[src/cpu_pkg.sv]
package cpu_pkg;

    // Data word and byte address share one width
    typedef logic [31:0] word_t;
    typedef logic [4:0]  reg_addr_t;
    typedef logic [6:0]  opcode_t;

    // Major opcodes of the supported RV32I subset
    localparam opcode_t OP_IMM    = 7'b0010011;
    localparam opcode_t OP_LUI    = 7'b0110111;
    localparam opcode_t OP_REG    = 7'b0110011;
    localparam opcode_t OP_LOAD   = 7'b0000011;
    localparam opcode_t OP_STORE  = 7'b0100011;
    localparam opcode_t OP_BRANCH = 7'b1100011;

    typedef enum logic [2:0] {
        ALU_ADD,
        ALU_SUB,
        ALU_AND,
        ALU_OR,
        ALU_XOR,
        ALU_SLT,
        ALU_PASS_B
    } alu_op_e;

    // Operand source for the execute stage
    typedef enum logic [1:0] {
        FWD_REG,
        FWD_EX_MEM,
        FWD_MEM_WB
    } fwd_sel_e;

    typedef struct packed {
        logic  valid;
        word_t pc;
        word_t instr;
    } if_id_t;

    typedef struct packed {
        logic      valid;
        word_t     pc;
        reg_addr_t rs1;
        reg_addr_t rs2;
        reg_addr_t rd;
        word_t     rd1;
        word_t     rd2;
        word_t     imm;
        alu_op_e   alu_op;
        logic      alu_src_imm;
        logic      mem_read;
        logic      mem_write;
        logic      reg_write;
        logic      branch;
        logic      branch_ne;
    } id_ex_t;

    typedef struct packed {
        logic      valid;
        reg_addr_t rd;
        word_t     alu_result;
        word_t     store_data;
        logic      mem_read;
        logic      mem_write;
        logic      reg_write;
    } ex_mem_t;

    typedef struct packed {
        logic      valid;
        reg_addr_t rd;
        word_t     wb_data;
        logic      reg_write;
    } mem_wb_t;

endpackage

[src/execute_stage.sv]
`timescale 1ns/1ps

module execute_stage
    import cpu_pkg::*;
(
    input  logic     clk,
    input  logic     rst,
    input  id_ex_t   id_ex,
    input  fwd_sel_e fwd_a,
    input  fwd_sel_e fwd_b,
    input  mem_wb_t  mem_wb,
    output ex_mem_t  ex_mem,
    output logic     branch_taken,
    output word_t    branch_target
);

    word_t op_a;
    word_t op_b_reg;
    word_t op_b;
    word_t result;
    logic  operands_eq;

    function automatic word_t fwd_mux(fwd_sel_e sel, word_t reg_val, word_t ex_val,
                                      word_t wb_val);
        case (sel)
            FWD_EX_MEM: return ex_val;
            FWD_MEM_WB: return wb_val;
            default:    return reg_val;
        endcase
    endfunction

    assign op_a     = fwd_mux(fwd_a, id_ex.rd1, ex_mem.alu_result, mem_wb.wb_data);
    assign op_b_reg = fwd_mux(fwd_b, id_ex.rd2, ex_mem.alu_result, mem_wb.wb_data);
    assign op_b     = id_ex.alu_src_imm ? id_ex.imm : op_b_reg;

    always_comb begin
        case (id_ex.alu_op)
            ALU_SUB:    result = op_a - op_b;
            ALU_AND:    result = op_a & op_b;
            ALU_OR:     result = op_a | op_b;
            ALU_XOR:    result = op_a ^ op_b;
            ALU_SLT:    result = {31'b0, $signed(op_a) < $signed(op_b)};
            ALU_PASS_B: result = op_b;
            default:    result = op_a + op_b;
        endcase
    end

    // Branches compare the two register operands and not the immediate
    assign operands_eq   = (op_a == op_b_reg);
    assign branch_taken  = id_ex.valid && id_ex.branch && (operands_eq ^ id_ex.branch_ne);
    assign branch_target = id_ex.pc + id_ex.imm;

    always_ff @(posedge clk) begin
        ex_mem.rd         <= id_ex.rd;
        ex_mem.alu_result <= result;
        ex_mem.store_data <= op_b_reg;
        ex_mem.mem_read   <= id_ex.mem_read;
        ex_mem.mem_write  <= id_ex.mem_write;
        ex_mem.reg_write  <= id_ex.reg_write;
        if (rst) begin
            ex_mem.valid <= 1'b0;
        end else begin
            ex_mem.valid <= id_ex.valid;
        end
    end

endmodule

[config.mk]
export PLATFORM = sky130hd
export DESIGN_NAME = execute_stage
export DESIGN_NICKNAME = d
export VERILOG_FILES = /design/src/cpu_pkg.sv /design/src/execute_stage.sv
export SDC_FILE = /design/constraint.sdc
export NUM_CORES = 1
export LEC_CHECK = 0
export BUFFER_PORTS_ARGS = -buffer_cell sky130_fd_sc_hd__buf_2
export CAP_MARGIN = 10
export CORE_MARGIN = 3
export CORE_UTILIZATION = 30
export CTS_BUF_LIST = sky130_fd_sc_hd__clkbuf_16
export DETAILED_ROUTE_END_ITERATION = 7
export GPL_ROUTABILITY_DRIVEN = 0
export PLACE_DENSITY = 0.6
export SLEW_MARGIN = 10
export SYNTH_ARGS = -nofsm -noshare
export SYNTH_HDL_FRONTEND = slang
export SYNTH_SLANG_ARGS = --single-unit
[constraint.sdc]
create_clock -name clk -period 4.4 [get_ports clk]
set_input_delay 0.88 -clock clk [delete_from_list [all_inputs] [get_ports clk]]
set_output_delay 0.88 -clock clk [all_outputs]
set_load 0.01 [all_outputs]
==> out/qor.yml <==
finish:
  multi_input_comb_area_mm2: 0.00850
  nets: 2323
  largest_registers: "ex_mem x73"
  top_register: "ex_mem"
  fillers: 3186
  syn_to_final_growth_pct: 55.8
  largest_register_ff_count: 73
  drive_above_1_share_pct: 41.2
  design_area_mm2: 0.0158
  seqCellArea_mm2: 0.00146
power_and_ir_drop:
  p_total_uw: 5200
  leakage_uw: 0.00768
  p_per_area_mw_per_mm2: 329
  ir_worst_vdd_mv: 0.221
logic_synthesis:
  synth_largest_area_cell: "ha_1"
  yosys.area.top_type_share_pct: 16.2
  async_flop_share_pct: 0
  yosysSeqAreaShare_pct: 14.4
  synth-edff-count: 0
  synth_seq_cells: 73
  netlist_instances: 1388
  synth.area.top_cells: "ha_1, dfxtp_1, a21oi_1"
  ys_warn_count: 0
  synth_cell_types: 78
  syn-cell-area_mm2: 0.0101
  syn_nets: 1720
  ys.flop_type: "dfxtp_1"
  avgSynthCellArea_um2: 7.30
clocking:
  postCtsHoldBufs: 0
  clock_latency_ns: 0.36
  clk_pin_slew_ns: 0.06
  cts-root-buf: "clkbuf_16"
  cts_made_buffers: 9
  clk_path_buf_depth: 2
  h-tree-depth: 3
  tritoncts: "built"
  clkSinkCount: 73
route:
  wl_per_cell_um: 20.8
  drt_iter0_drc: 1149
  vias_per_cell: 5.62
  vias: 13696
  ant_nets: 0
  first_pass_iters: 5
  drt-total-wl_mm: 50.7
  drc: 0
floorplanning:
  die_y_um: 190
  initial_core_util_pct: 30.8
  dieWidth_um: 190
  io_pins: 304
  core_area_mm2: 0.0329
  rows: 66
  die-area_mm2: 0.0360
timing:
  period_needed_ns: 4.36
  setup_viol_count_final: 0
  hold_violations: 0
  slew_viol_final: 0
  fmax_mhz: 229
  tightest_slew_ns: 1.02
  skew_ns: 0.0125
  period_share_pct: 99.2
  rsz0062_at_grt: "true"
  setup_ws_ns: 0.0357
  worst_slew_margin_rel_pct: 32.1
critical_path:
  cp_max_fo: 4
  critPathLaunchType: "input pin"
  end_kind: "primary output"
  crit_required_ns: 3.52
  arrival_ns: 3.48
  crit_type: "input pin to primary output"
placement:
  placed_area_mm2: 0.0147
  pre_cts_ws_ns: -0.574
  port_buffers: 286
  place_hpwl_mm: 40.8
flow_run:
  cap_violations: 0
worst_hold_path:
  hp-class: "input pin to register"
global_route:
  antenna_found_initial: 4
  grt_usage_pct: 25.9
  grt_pass1_vias: 12886
  grt_max_degree: 37
  grt_pass1_wl_mm: 73.2
  grt-ovfl-total: 0
outcome:
  status: "completed"
==> per-layer routing <==
| layer | vias up | GRT usage, % | wire length, um |
|---|---|---|---|
| met5 | - | 0 | 21 |
| li1 | 6356 | - | - |
| met4 | 4 | 10.5 | 2110 |
| met1 | 6439 | 33.3 | 20400 |
| met2 | 768 | 42.4 | 23200 |
| met3 | 129 | 5.12 | 4950 |
==> path summary, 6_finish.rpt <==
path | start | to | slack [ns] | depth (start not counted)
setup / recovery | id_ex[9] | branch_target[20] | 0.04 | 15
hold / removal | id_ex[4] | ex_mem[2] | 0.63 | 1
setup reg to reg | ex_mem[35] | ex_mem[61] | 0.69 | 18
hold reg to reg | ex_mem[48] | ex_mem[16] | 0.69 | 2
==> synth_stat cells (16+ instances only) <==
| library cell | instances |
|---|---|
| nor2_1 | 119 |
| mux2i_1 | 16 |
| mux2_2 | 20 |
| a221oi_1 | 32 |
| o21bai_1 | 21 |
| a211oi_1 | 20 |
| xor2_1 | 32 |
| nand2_1 | 99 |
| nor3_1 | 25 |
| ha_1 | 131 |
| clkbuf_1 | 63 |
| a21oi_1 | 132 |
| a22oi_1 | 83 |
| o21ai_0 | 75 |
| xnor2_1 | 34 |
| dfxtp_1 | 73 |
| inv_1 | 117 |
| o22ai_1 | 25 |
==> layout make-up <==
type,count,area share [%]
Multi-Input combinational cell,1113,53.8
Timing Repair Buffer,677,28.7
Sequential cell,73,9.26
Tap cell,442,3.50
Inverter,117,2.78
Clock buffer,9,1.43
Clock inverter,6,0.483
Antenna cell,2,0.0317
==> kinds of logic (layout without fill, tap and decap cells) <==
kind of cell	after synthesis	in the layout	synth area share, %
muxes	36	36	3.80
adders and majority gates	134	134	16.8
other	0	2	0
DFF	73	73	14.4
and+or+nand+nor	346	346	16.0
xor gates and xnor gates	66	66	5.71
buffers and inverters	202	809	7.66
AOI/OAI and AO/OA	531	531	35.6
==> through the flow <==
| stage | hold slack (ns) | utilization, % | TNS [ns] | cells |
|---|---|---|---|---|
| after detailed placement | 0.760 | 44.5 | -8.34 | 2404 |
| after floorplan | 0.667 | - | 0 | 1388 |
| after global routing | 0.618 | 47.9 | -0.354 | 2439 |
| after CTS | 0.619 | 46.0 | -0.106 | 2423 |
| final | 0.628 | 47.9 | 0 | 2439 |
| after global placement | 0.730 | 44.5 | -7.19 | 2404 |
==> worst max-delay path: stages <==
cell and delay [ns]:
buf_8 0.11, ha_4 0.15, inv_2 0.05, fa_2 0.22, nor2b_4 0.05, o31a_1 0.28
o311ai_2 0.21, buf_4 0.19, a21boi_4 0.06, o31a_1 0.25, or4_4 0.42, a31o_1 0.20
a21oi_2 0.13, xnor2_1 0.12, buf_4 0.15
==> cell usage in the layout (no fill, tap or decap), types with 18 or more instances in the layout <==
master	count
dfxtp_1	73
nor3_1	20
a221oi_1	30
xnor2_1	34
nor2_1	117
buf_4	377
a22oi_1	78
mux2_2	18
ha_1	121
xor2_1	30
o21bai_1	19
nand2_1	99
o21ai_1	18
inv_1	115
o21ai_0	49
a21oi_1	118
buf_2	281
o22ai_1	25
==> timing repair <==
| action | 4_1_cts | 5_1_grt |
|---|---|---|
| resized for setup | 47 | 120 |
| pin swaps | 11 | 31 |
| buffers inserted | 4 | 14 |
| endpoints found under the setup margin | 19 | 26 |
| gates cloned | 0 | 2 |
==> where the power goes <==
group          switching, uW  internal [uW]
registers                126            792
clock network            326            487
logic                   1860           1610
Note: power is estimated with default switching activity, not from simulation.
