## config.mk

```make
export PLATFORM = sky130hd
export DESIGN_NAME = hazard_control
export DESIGN_NICKNAME = d
export VERILOG_FILES = /design/src/cpu_pkg.sv /design/src/hazard_control.sv
export SDC_FILE = /design/constraint.sdc
export NUM_CORES = 1
export LEC_CHECK = 0
export ABC_CLOCK_PERIOD_IN_PS = 1170
export BUFFER_PORTS_ARGS = -buffer_cell sky130_fd_sc_hd__buf_2
export CELL_PAD_IN_SITES_DETAIL_PLACEMENT = 2
export CELL_PAD_IN_SITES_GLOBAL_PLACEMENT = 2
export CORE_AREA = 2 2 131 133
export DETAILED_ROUTE_END_ITERATION = 7
export DIE_AREA = 0 0 133 135
export GPL_TIMING_DRIVEN = 0
export PLACE_DENSITY = 0.95
export SLEW_MARGIN = 20
export SYNTH_ARGS = -nofsm -noshare
export SYNTH_HDL_FRONTEND = slang
export SYNTH_SLANG_ARGS = --single-unit
```

## constraint.sdc

```tcl
create_clock -name vclk -period 1.17
set_clock_uncertainty 0.15 [all_clocks]
set_input_delay 0.0585 -clock vclk [all_inputs]
set_output_delay 0.0585 -clock vclk [all_outputs]
set_load 0.02 [all_outputs]
```

## src/cpu_pkg.sv

```systemverilog
package cpu_pkg;

    // Data word and byte address share one width
    typedef logic [31:0] word_t;
    typedef logic [4:0]  reg_addr_t;
    typedef logic [6:0]  opcode_t;

    // Major opcodes of the supported RV32I subset
    localparam opcode_t OP_IMM    = 7'b0010011;
    localparam opcode_t OP_LUI    = 7'b0110111;
    localparam opcode_t OP_REG    = 7'b0110011;
    localparam opcode_t OP_LOAD   = 7'b0000011;
    localparam opcode_t OP_STORE  = 7'b0100011;
    localparam opcode_t OP_BRANCH = 7'b1100011;

    typedef enum logic [2:0] {
        ALU_ADD,
        ALU_SUB,
        ALU_AND,
        ALU_OR,
        ALU_XOR,
        ALU_SLT,
        ALU_PASS_B
    } alu_op_e;

    // Operand source for the execute stage
    typedef enum logic [1:0] {
        FWD_REG,
        FWD_EX_MEM,
        FWD_MEM_WB
    } fwd_sel_e;

    typedef struct packed {
        logic  valid;
        word_t pc;
        word_t instr;
    } if_id_t;

    typedef struct packed {
        logic      valid;
        word_t     pc;
        reg_addr_t rs1;
        reg_addr_t rs2;
        reg_addr_t rd;
        word_t     rd1;
        word_t     rd2;
        word_t     imm;
        alu_op_e   alu_op;
        logic      alu_src_imm;
        logic      mem_read;
        logic      mem_write;
        logic      reg_write;
        logic      branch;
        logic      branch_ne;
    } id_ex_t;

    typedef struct packed {
        logic      valid;
        reg_addr_t rd;
        word_t     alu_result;
        word_t     store_data;
        logic      mem_read;
        logic      mem_write;
        logic      reg_write;
    } ex_mem_t;

    typedef struct packed {
        logic      valid;
        reg_addr_t rd;
        word_t     wb_data;
        logic      reg_write;
    } mem_wb_t;

endpackage

```

## src/hazard_control.sv

```systemverilog
`timescale 1ns/1ps

module hazard_control
    import cpu_pkg::*;
(
    input  if_id_t   if_id,
    input  id_ex_t   id_ex,
    input  ex_mem_t  ex_mem,
    input  mem_wb_t  mem_wb,
    input  logic     branch_taken,
    output logic     stall,
    output logic     flush,
    output fwd_sel_e fwd_a,
    output fwd_sel_e fwd_b
);

    opcode_t   if_opcode;
    reg_addr_t if_rs1;
    reg_addr_t if_rs2;
    logic      uses_rs1;
    logic      uses_rs2;
    logic      load_in_ex;

    // Youngest matching producer wins
    function automatic fwd_sel_e pick_src(reg_addr_t rs, ex_mem_t em, mem_wb_t mw);
        if (rs != '0 && em.valid && em.reg_write && em.rd == rs) begin
            return FWD_EX_MEM;
        end
        if (rs != '0 && mw.valid && mw.reg_write && mw.rd == rs) begin
            return FWD_MEM_WB;
        end
        return FWD_REG;
    endfunction

    assign if_opcode = if_id.instr[6:0];
    assign if_rs1    = if_id.instr[19:15];
    assign if_rs2    = if_id.instr[24:20];

    // Only real source fields can create a load-use hazard
    assign uses_rs1 = if_id.valid && (if_opcode != OP_LUI);
    assign uses_rs2 = if_id.valid &&
                      (if_opcode inside {OP_REG, OP_STORE, OP_BRANCH});

    assign load_in_ex = id_ex.valid && id_ex.mem_read && (id_ex.rd != '0);

    assign stall = load_in_ex &&
                   ((uses_rs1 && if_rs1 == id_ex.rd) || (uses_rs2 && if_rs2 == id_ex.rd));

    assign flush = branch_taken;

    assign fwd_a = pick_src(id_ex.rs1, ex_mem, mem_wb);
    assign fwd_b = pick_src(id_ex.rs2, ex_mem, mem_wb);

    // A stalling load also writes a register and never meets a taken branch
    always_comb begin
        a_stall_on_load: assert final (stall !== 1'b1 ||
            (id_ex.valid && id_ex.mem_read && id_ex.reg_write && !id_ex.mem_write && !flush));
    end

endmodule

```

==> results by group, run 1 <==
Routing
  • Via count of the routed design: 732
  • First-iteration detailed-routing DRC count: 12
  • Drt wl/cell: 9.325 microns
  • Antenna violation net count after detailed routing: 0
  • Vias per Instance: 2.122
  • WL final: 3217 microns
  • First-pass iteration count of the detailed router: 2
  • DRC violations left: 0

Floorplan
  • Floorplan core area: 16410 sq um
  • Die width: 133 microns
  • IO Pins: 337
  • Die area: 17960 sq um
  • Die outline height: 135 microns
  • Initial standard-cell utilization of the core: 2.875%
  • Number of rows created at floorplan: 47

Worst setup path
  • Endpoint arrival time on the critical path: 1.22 ns
  • Data required time of the critical path: 0.96 ns
  • Maximum fanout along the worst path: 2
  • CP Capture Type: output port
  • Worst Setup Start Kind: primary input
  • Crit path kind: primary input to output port

Cells and area
  • Ratio of cells with drive above 1 in the final layout: 68.85%
  • Register Area: 0 sq um
  • Final-layout clock buffer total: 0
  • Post-layout nets: 455
  • Layout-stage area growth over the synthesis result: 175.6%
  • Finished Core Util: 7.923%
  • FF+latch count: 0
  • Final Instance Count excl. Fillers: 345

Yosys
  • Synth Instances: 61
  • Most frequent cells after synthesis: xnor2_1, xor2_1, inv_1, nand2_1, or4_1
  • Number of nets produced by synthesis: 392
  • Post-Synth Adder-Cell Area: 0%
  • Mapped Avg Cell Area: 7.733 sq um
  • Post-synth top area cell: xnor2_1
  • Mux share of post-synthesis cell area: 0%
  • Share of the synthesized area in the top cell type: 37.14%
  • Total standard cell area after synthesis: 471.7 sq um
  • Warning count from the yosys run: 0
  • Top post-synthesis cells by area: xnor2_1, xor2_1, nor4_2
  • Synth Area in Simple Gates: 35.28%
  • Sequential fraction of the synthesis area: 0%
  • Xor/xnor cell area share of the yosys netlist: 48.28%
  • Number of distinct standard cells referenced by the synthesized netlist: 21
  • Dominant combinational cell family by area after synthesis: XOR/XNOR gates
  • Most frequent cell after synthesis: xnor2_1
  • Compound-cell area share of the yosys netlist: 11.67%

STA
  • Unrepaired setup endpoints after global routing: yes
  • Transition at the pin with the smallest max-transition slack: 0.3182 ns
  • Total count of hold-check failures in the final report: 0
  • Highest achievable clock rate: 0.7007 GHz
  • Final setup fails: 5
  • Remaining max-slew budget at the tightest pin: 78.63%
  • Post-route fraction of the period consumed by the critical path: 122.0%
  • Worst setup slack after layout: -0.2572 ns
  • Count of pins over their slew limit: 0
  • Min Clock Period, post-route: 1.427 ns

Placed design
  • Cell total after placement: 336
  • IO buf count: 55
  • Routability-driven placement congestion ratio: 0.7111
  • HPWL after detailed placement: 2889 microns

Outcome
  • Run status: complete, but fails checks
  • Violated checks: negative setup slack

Pwr
  • Maximum ir drop on the vdd rail: 0.0001077 V
  • Reported leakage power: 0.4538 nW
  • Total power: 343.8 uW
  • Power density over the cells: 264.5 nW/um^2

Global route
  • Antenna violations before repair: 4
  • Leftover overflow at the end of global routing: 0
  • Global-route wire length before repair: 4712 microns
  • Via count of the first global-routing pass: 835
  • Largest net degree at the start of global routing: 5
  • Overall global routing resource usage: 3.405%

Clock network
  • CTS hold repair buffers: 0

Flow run
  • Max Cap Viol: 0

Worst hold path
  • Path type of the worst min-delay path: primary input to output port
## layer usage
layer  global-route usage (%)  vias up  wire [microns]
li1                         -      351               -
met3                    3.003        2             673
met2                    5.728       50            1387
met4                        0        2               0
met5                        0        -              13
met1                    3.389      327            1141
## through the flow
step	hold WS [ns]	setup TNS (ns)	worst slack (ns)	cell area (sq um)
after global routing	0.1937	-1.367	-0.3291	1292
after global placement	0.1854	-1.478	-0.3799	1091
final	0.1885	-1.041	-0.2572	1300
after floorplan	0.07959	-0.3235	-0.1584	540.5
after CTS	0.1913	-1.197	-0.3108	1254
after detailed placement	0.1911	-1.562	-0.3997	1091
## kinds of logic after synthesis
| logic type | count (synthesis) |
|---|---|
| xor gates and xnor gates | 26 |
| AOI/OAI and AO/OA | 7 |
| and+or+nand+nor | 23 |
| buffers and inverters | 5 |
## worst max-delay path, stage by stage
cell and delay [ns]:
buf_8 0.10, or4_4 0.54, nor2_4 0.13, nor4_4 0.07, nor4_4 0.14, buf_4 0.19
## layout make-up
class	count	area, sq um
inverter	4	15.01
timing repair buffer	61	415.4
tap	220	275.3
fill	1953	15110
multi-input combinational	56	579.3
buffer	1	7.507
antenna	3	7.507
## repair_timing
action | CTS | global route
pin swaps | 9 | 4
setup endpoints to repair | 5 | 5
setup buffers | 6 | 0
resized for setup | 32 | 6
## power by group
| group | switching [mW] | internal [mW] | leakage [nW] |
|---|---|---|---|
| Clock | 0 | 0.000000344 | 0.0000190 |
| Sequential | 0 | 0 | 0 |
| Combinational | 0.153 | 0.191 | 0.454 |
## final timing paths
check / start / endpoint / slack, ns / depth (start not counted)
max: id_ex[110] / fwd_b[1] / -0.26 / 6
min: branch_taken / flush / 0.19 / 2
## placed cells by master (no fill, tap or decap), types with 2 or more instances in the layout
cell type,n
xnor2_2,7
inv_2,2
buf_6,10
nand4_1,3
xor2_1,6
nor2_4,2
buf_8,2
buf_2,38
or4_4,4
diode_2,3
inv_1,2
nand3_1,2
buf_4,12
nand2_1,3
nor4_4,4
xnor2_1,13
(Power assumes the default switching activity.)
==> inputs of run 2 (changes only) <==
Settings changed: BUFFER_PORTS_ARGS -buffer_cell sky130_fd_sc_hd__buf_2 to unset, DONT_BUFFER_PORTS set to 1, PLACE_DENSITY 0.95 to 0.31.
==> run 2 against run 1 <==
Effect of this change: the flow still finishes with violations (negative setup slack); design area fell by 34%; hold slack lost 0.11 ns; highest routed layer unchanged; final cell count shrank 18%; sequential share of layout area stayed put; largest power group unchanged; via count shrank 33%.
==> results by group, run 2 (synthesis results as in run 1) <==
Worst setup path
  • Critical path buffer and inverter count: 0 (was 2)
  • Slowest stage delay, CP: 0.54 ns (about the same)
  • Endpoint arrival time on the critical path: 1.19 ns (was 1.22 ns)
  • Worst Setup Start Kind: primary input (unchanged)
  • Sequence of cells on the critical path: or4_4 > nor2_4 > nor4_4 > nor4_4 (was buf_8 > or4_4 > nor2_4 > nor4_4 > nor4_4 > buf_4)
  • Crit path kind: primary input to output port (unchanged)
  • Maximum fanout along the worst path: 3 (was 2)
  • Cell with the biggest individual delay on the critical path: or4_4 (unchanged)
  • Cell repeated most along the worst path: nor4_4 (unchanged)
  • Delay-heaviest family, CP: simple AND/OR/NAND/NOR gates (unchanged)
  • Data required time of the critical path: 0.96 ns (about the same)
  • CP Capture Type: output port (unchanged)

STA
  • Transition at the pin with the smallest max-transition slack: 0.5302 ns (was 0.3182 ns)
  • Highest achievable clock rate: 0.7143 GHz (was 0.7007 GHz)
  • Worst setup slack after layout: -0.2300 ns (was -0.2572 ns)
  • Final setup TNS: -0.5423 ns (was -1.041 ns)
  • Remaining max-slew budget at the tightest pin: 64.39% (was 78.63%)
  • Final setup fails: 3 (was 5)
  • Post-Route Hold Slack: 0.08142 ns (was 0.1885 ns)
  • Min Clock Period, post-route: 1.400 ns (was 1.427 ns)
  • Unrepaired setup endpoints after global routing: yes (unchanged)
  • Count of pins over their slew limit: 0 (unchanged)
  • Total count of hold-check failures in the final report: 0 (unchanged)
  • Post-route fraction of the period consumed by the critical path: 119.7% (was 122.0%)

Global route
  • Met1 usage: 2.958% (was 3.389%)
  • Overall global routing resource usage: 3.167% (was 3.405%)
  • Leftover overflow at the end of global routing: 0 (unchanged)
  • Met2 usage in global routing: 4.318% (was 5.728%)
  • Largest net degree at the start of global routing: 5 (unchanged)
  • Via count of the first global-routing pass: 551 (was 835)
  • Gr busiest metal: met3 (was met2)
  • Global-route wire length before repair: 4174 microns (was 4712 microns)
  • Antenna violations before repair: 2 (was 4)
  • Routing usage on met3: 4.429% (was 3.003%)

Placed design
  • IO buf count: 0 (was 55)
  • HPWL after detailed placement: 2932 microns (was 2889 microns)
  • Routability-driven placement congestion ratio: 0.6366 (was 0.7111)
  • Post-Place Setup Slack: -0.2664 ns (was -0.3997 ns)
  • Post-placement cell area: 815.8 sq um (was 1091 sq um)
  • Cell total after placement: 281 (was 336)

Cells and area
  • Commonest cells after routing, fill and taps aside: xnor2_1, xor2_1 (was buf_2, xnor2_1, buf_4, buf_6, xnor2_2)
  • Most common cell after layout, fill and taps aside: xnor2_1 (was buf_2)
  • FF+latch count: 0 (unchanged)
  • Final-layout clock buffer total: 0 (unchanged)
  • Register Area: 0 sq um (unchanged)
  • Layout-stage area growth over the synthesis result: 81.70% (was 175.6%)
  • Final Instance Count excl. Fillers: 282 (was 345)
  • Post-layout nets: 394 (was 455)
  • Finished Core Util: 5.224% (was 7.923%)
  • Post-layout instance area: 857.1 sq um (was 1300 sq um)
  • Ratio of cells with drive above 1 in the final layout: 26.23% (was 68.85%)

Floorplan
  • Initial standard-cell utilization of the core: 2.875% (unchanged)
  • Die area: 17960 sq um (unchanged)
  • Number of rows created at floorplan: 47 (unchanged)
  • Floorplan core area: 16410 sq um (unchanged)
  • Die outline height: 135 microns (unchanged)
  • IO Pins: 337 (unchanged)
  • Die width: 133 microns (unchanged)

Routing
  • First-pass iteration count of the detailed router: 2 (unchanged)
  • DRC violations left: 0 (unchanged)
  • Drt wl/cell: 10.88 microns (was 9.325 microns)
  • First-iteration detailed-routing DRC count: 2 (was 12)
  • Via count of the routed design: 487 (was 732)
  • Antenna violation net count after detailed routing: 0 (unchanged)
  • Vias per Instance: 1.727 (was 2.122)
  • WL final: 3069 microns (was 3217 microns)

Worst hold path
  • Hold path startpoint: branch_taken (unchanged)
  • Instance count along the most critical hold path: 1 (was 2)
  • Endpoint with the worst hold slack: flush (unchanged)
  • Path type of the worst min-delay path: primary input to output port (unchanged)

Pwr
  • Total power: 165.5 uW (was 343.8 uW)
  • Reported leakage power: 0.1525 nW (was 0.4538 nW)
  • Power density over the cells: 193.1 nW/um^2 (was 264.5 nW/um^2)
  • Maximum ir drop on the vdd rail: 0.00003130 V (was 0.0001077 V)

Clock network
  • Number of buffers inserted by post-CTS setup repair: 0 (was 6)

Outcome
  • Violated checks: negative setup slack (unchanged)
  • Run status: complete, but fails checks (unchanged)

Flow run
  • Max Cap Viol: 0 (unchanged)
-- run 2: worst max path at each step --
stage,from,depth (start not counted),to,slack (ns)
3_3_place_gp,id_ex[118],4,fwd_a[1],-0.24
6_report,id_ex[118],4,fwd_a[1],-0.23
2_1_floorplan,id_ex[118],4,fwd_a[1],-0.16
5_1_grt,id_ex[118],4,fwd_a[1],-0.26
3_5_place_dp,id_ex[118],4,fwd_a[1],-0.27
4_1_cts,id_ex[118],4,fwd_a[1],-0.27
-- run 2: power breakdown --
group	internal (mW)	switching, mW
clock	0.000000114	0
combinational	0.0942	0.0713
sequential	0	0
total	0.0942	0.0713
-- run 2: area by class of cell --
class                           count  area (sq um)
Antenna cell                        1         2.502
Buffer                              1         7.507
Fill cell                        1952         15550
Inverter                            4         15.01
Multi-Input combinational cell     56         556.8
Tap cell                          220         275.3
-- run 2: repair_timing --
| action | in CTS | in global routing |
|---|---|---|
| setup endpoints to repair | 4 | 4 |
| hold buffers | 0 | 0 |
| resized for setup | 0 | 5 |
| pin swaps | 2 | 3 |
| cloned | 0 | 0 |
-- run 2: layer usage --
| metal | vias to the layer above | wire length [microns] |
|---|---|---|
| met2 | 34 | 1181 |
| li1 | 226 | - |
| met1 | 223 | 959 |
| met4 | 2 | 0 |
| met5 | - | 13 |
| met3 | 2 | 913 |
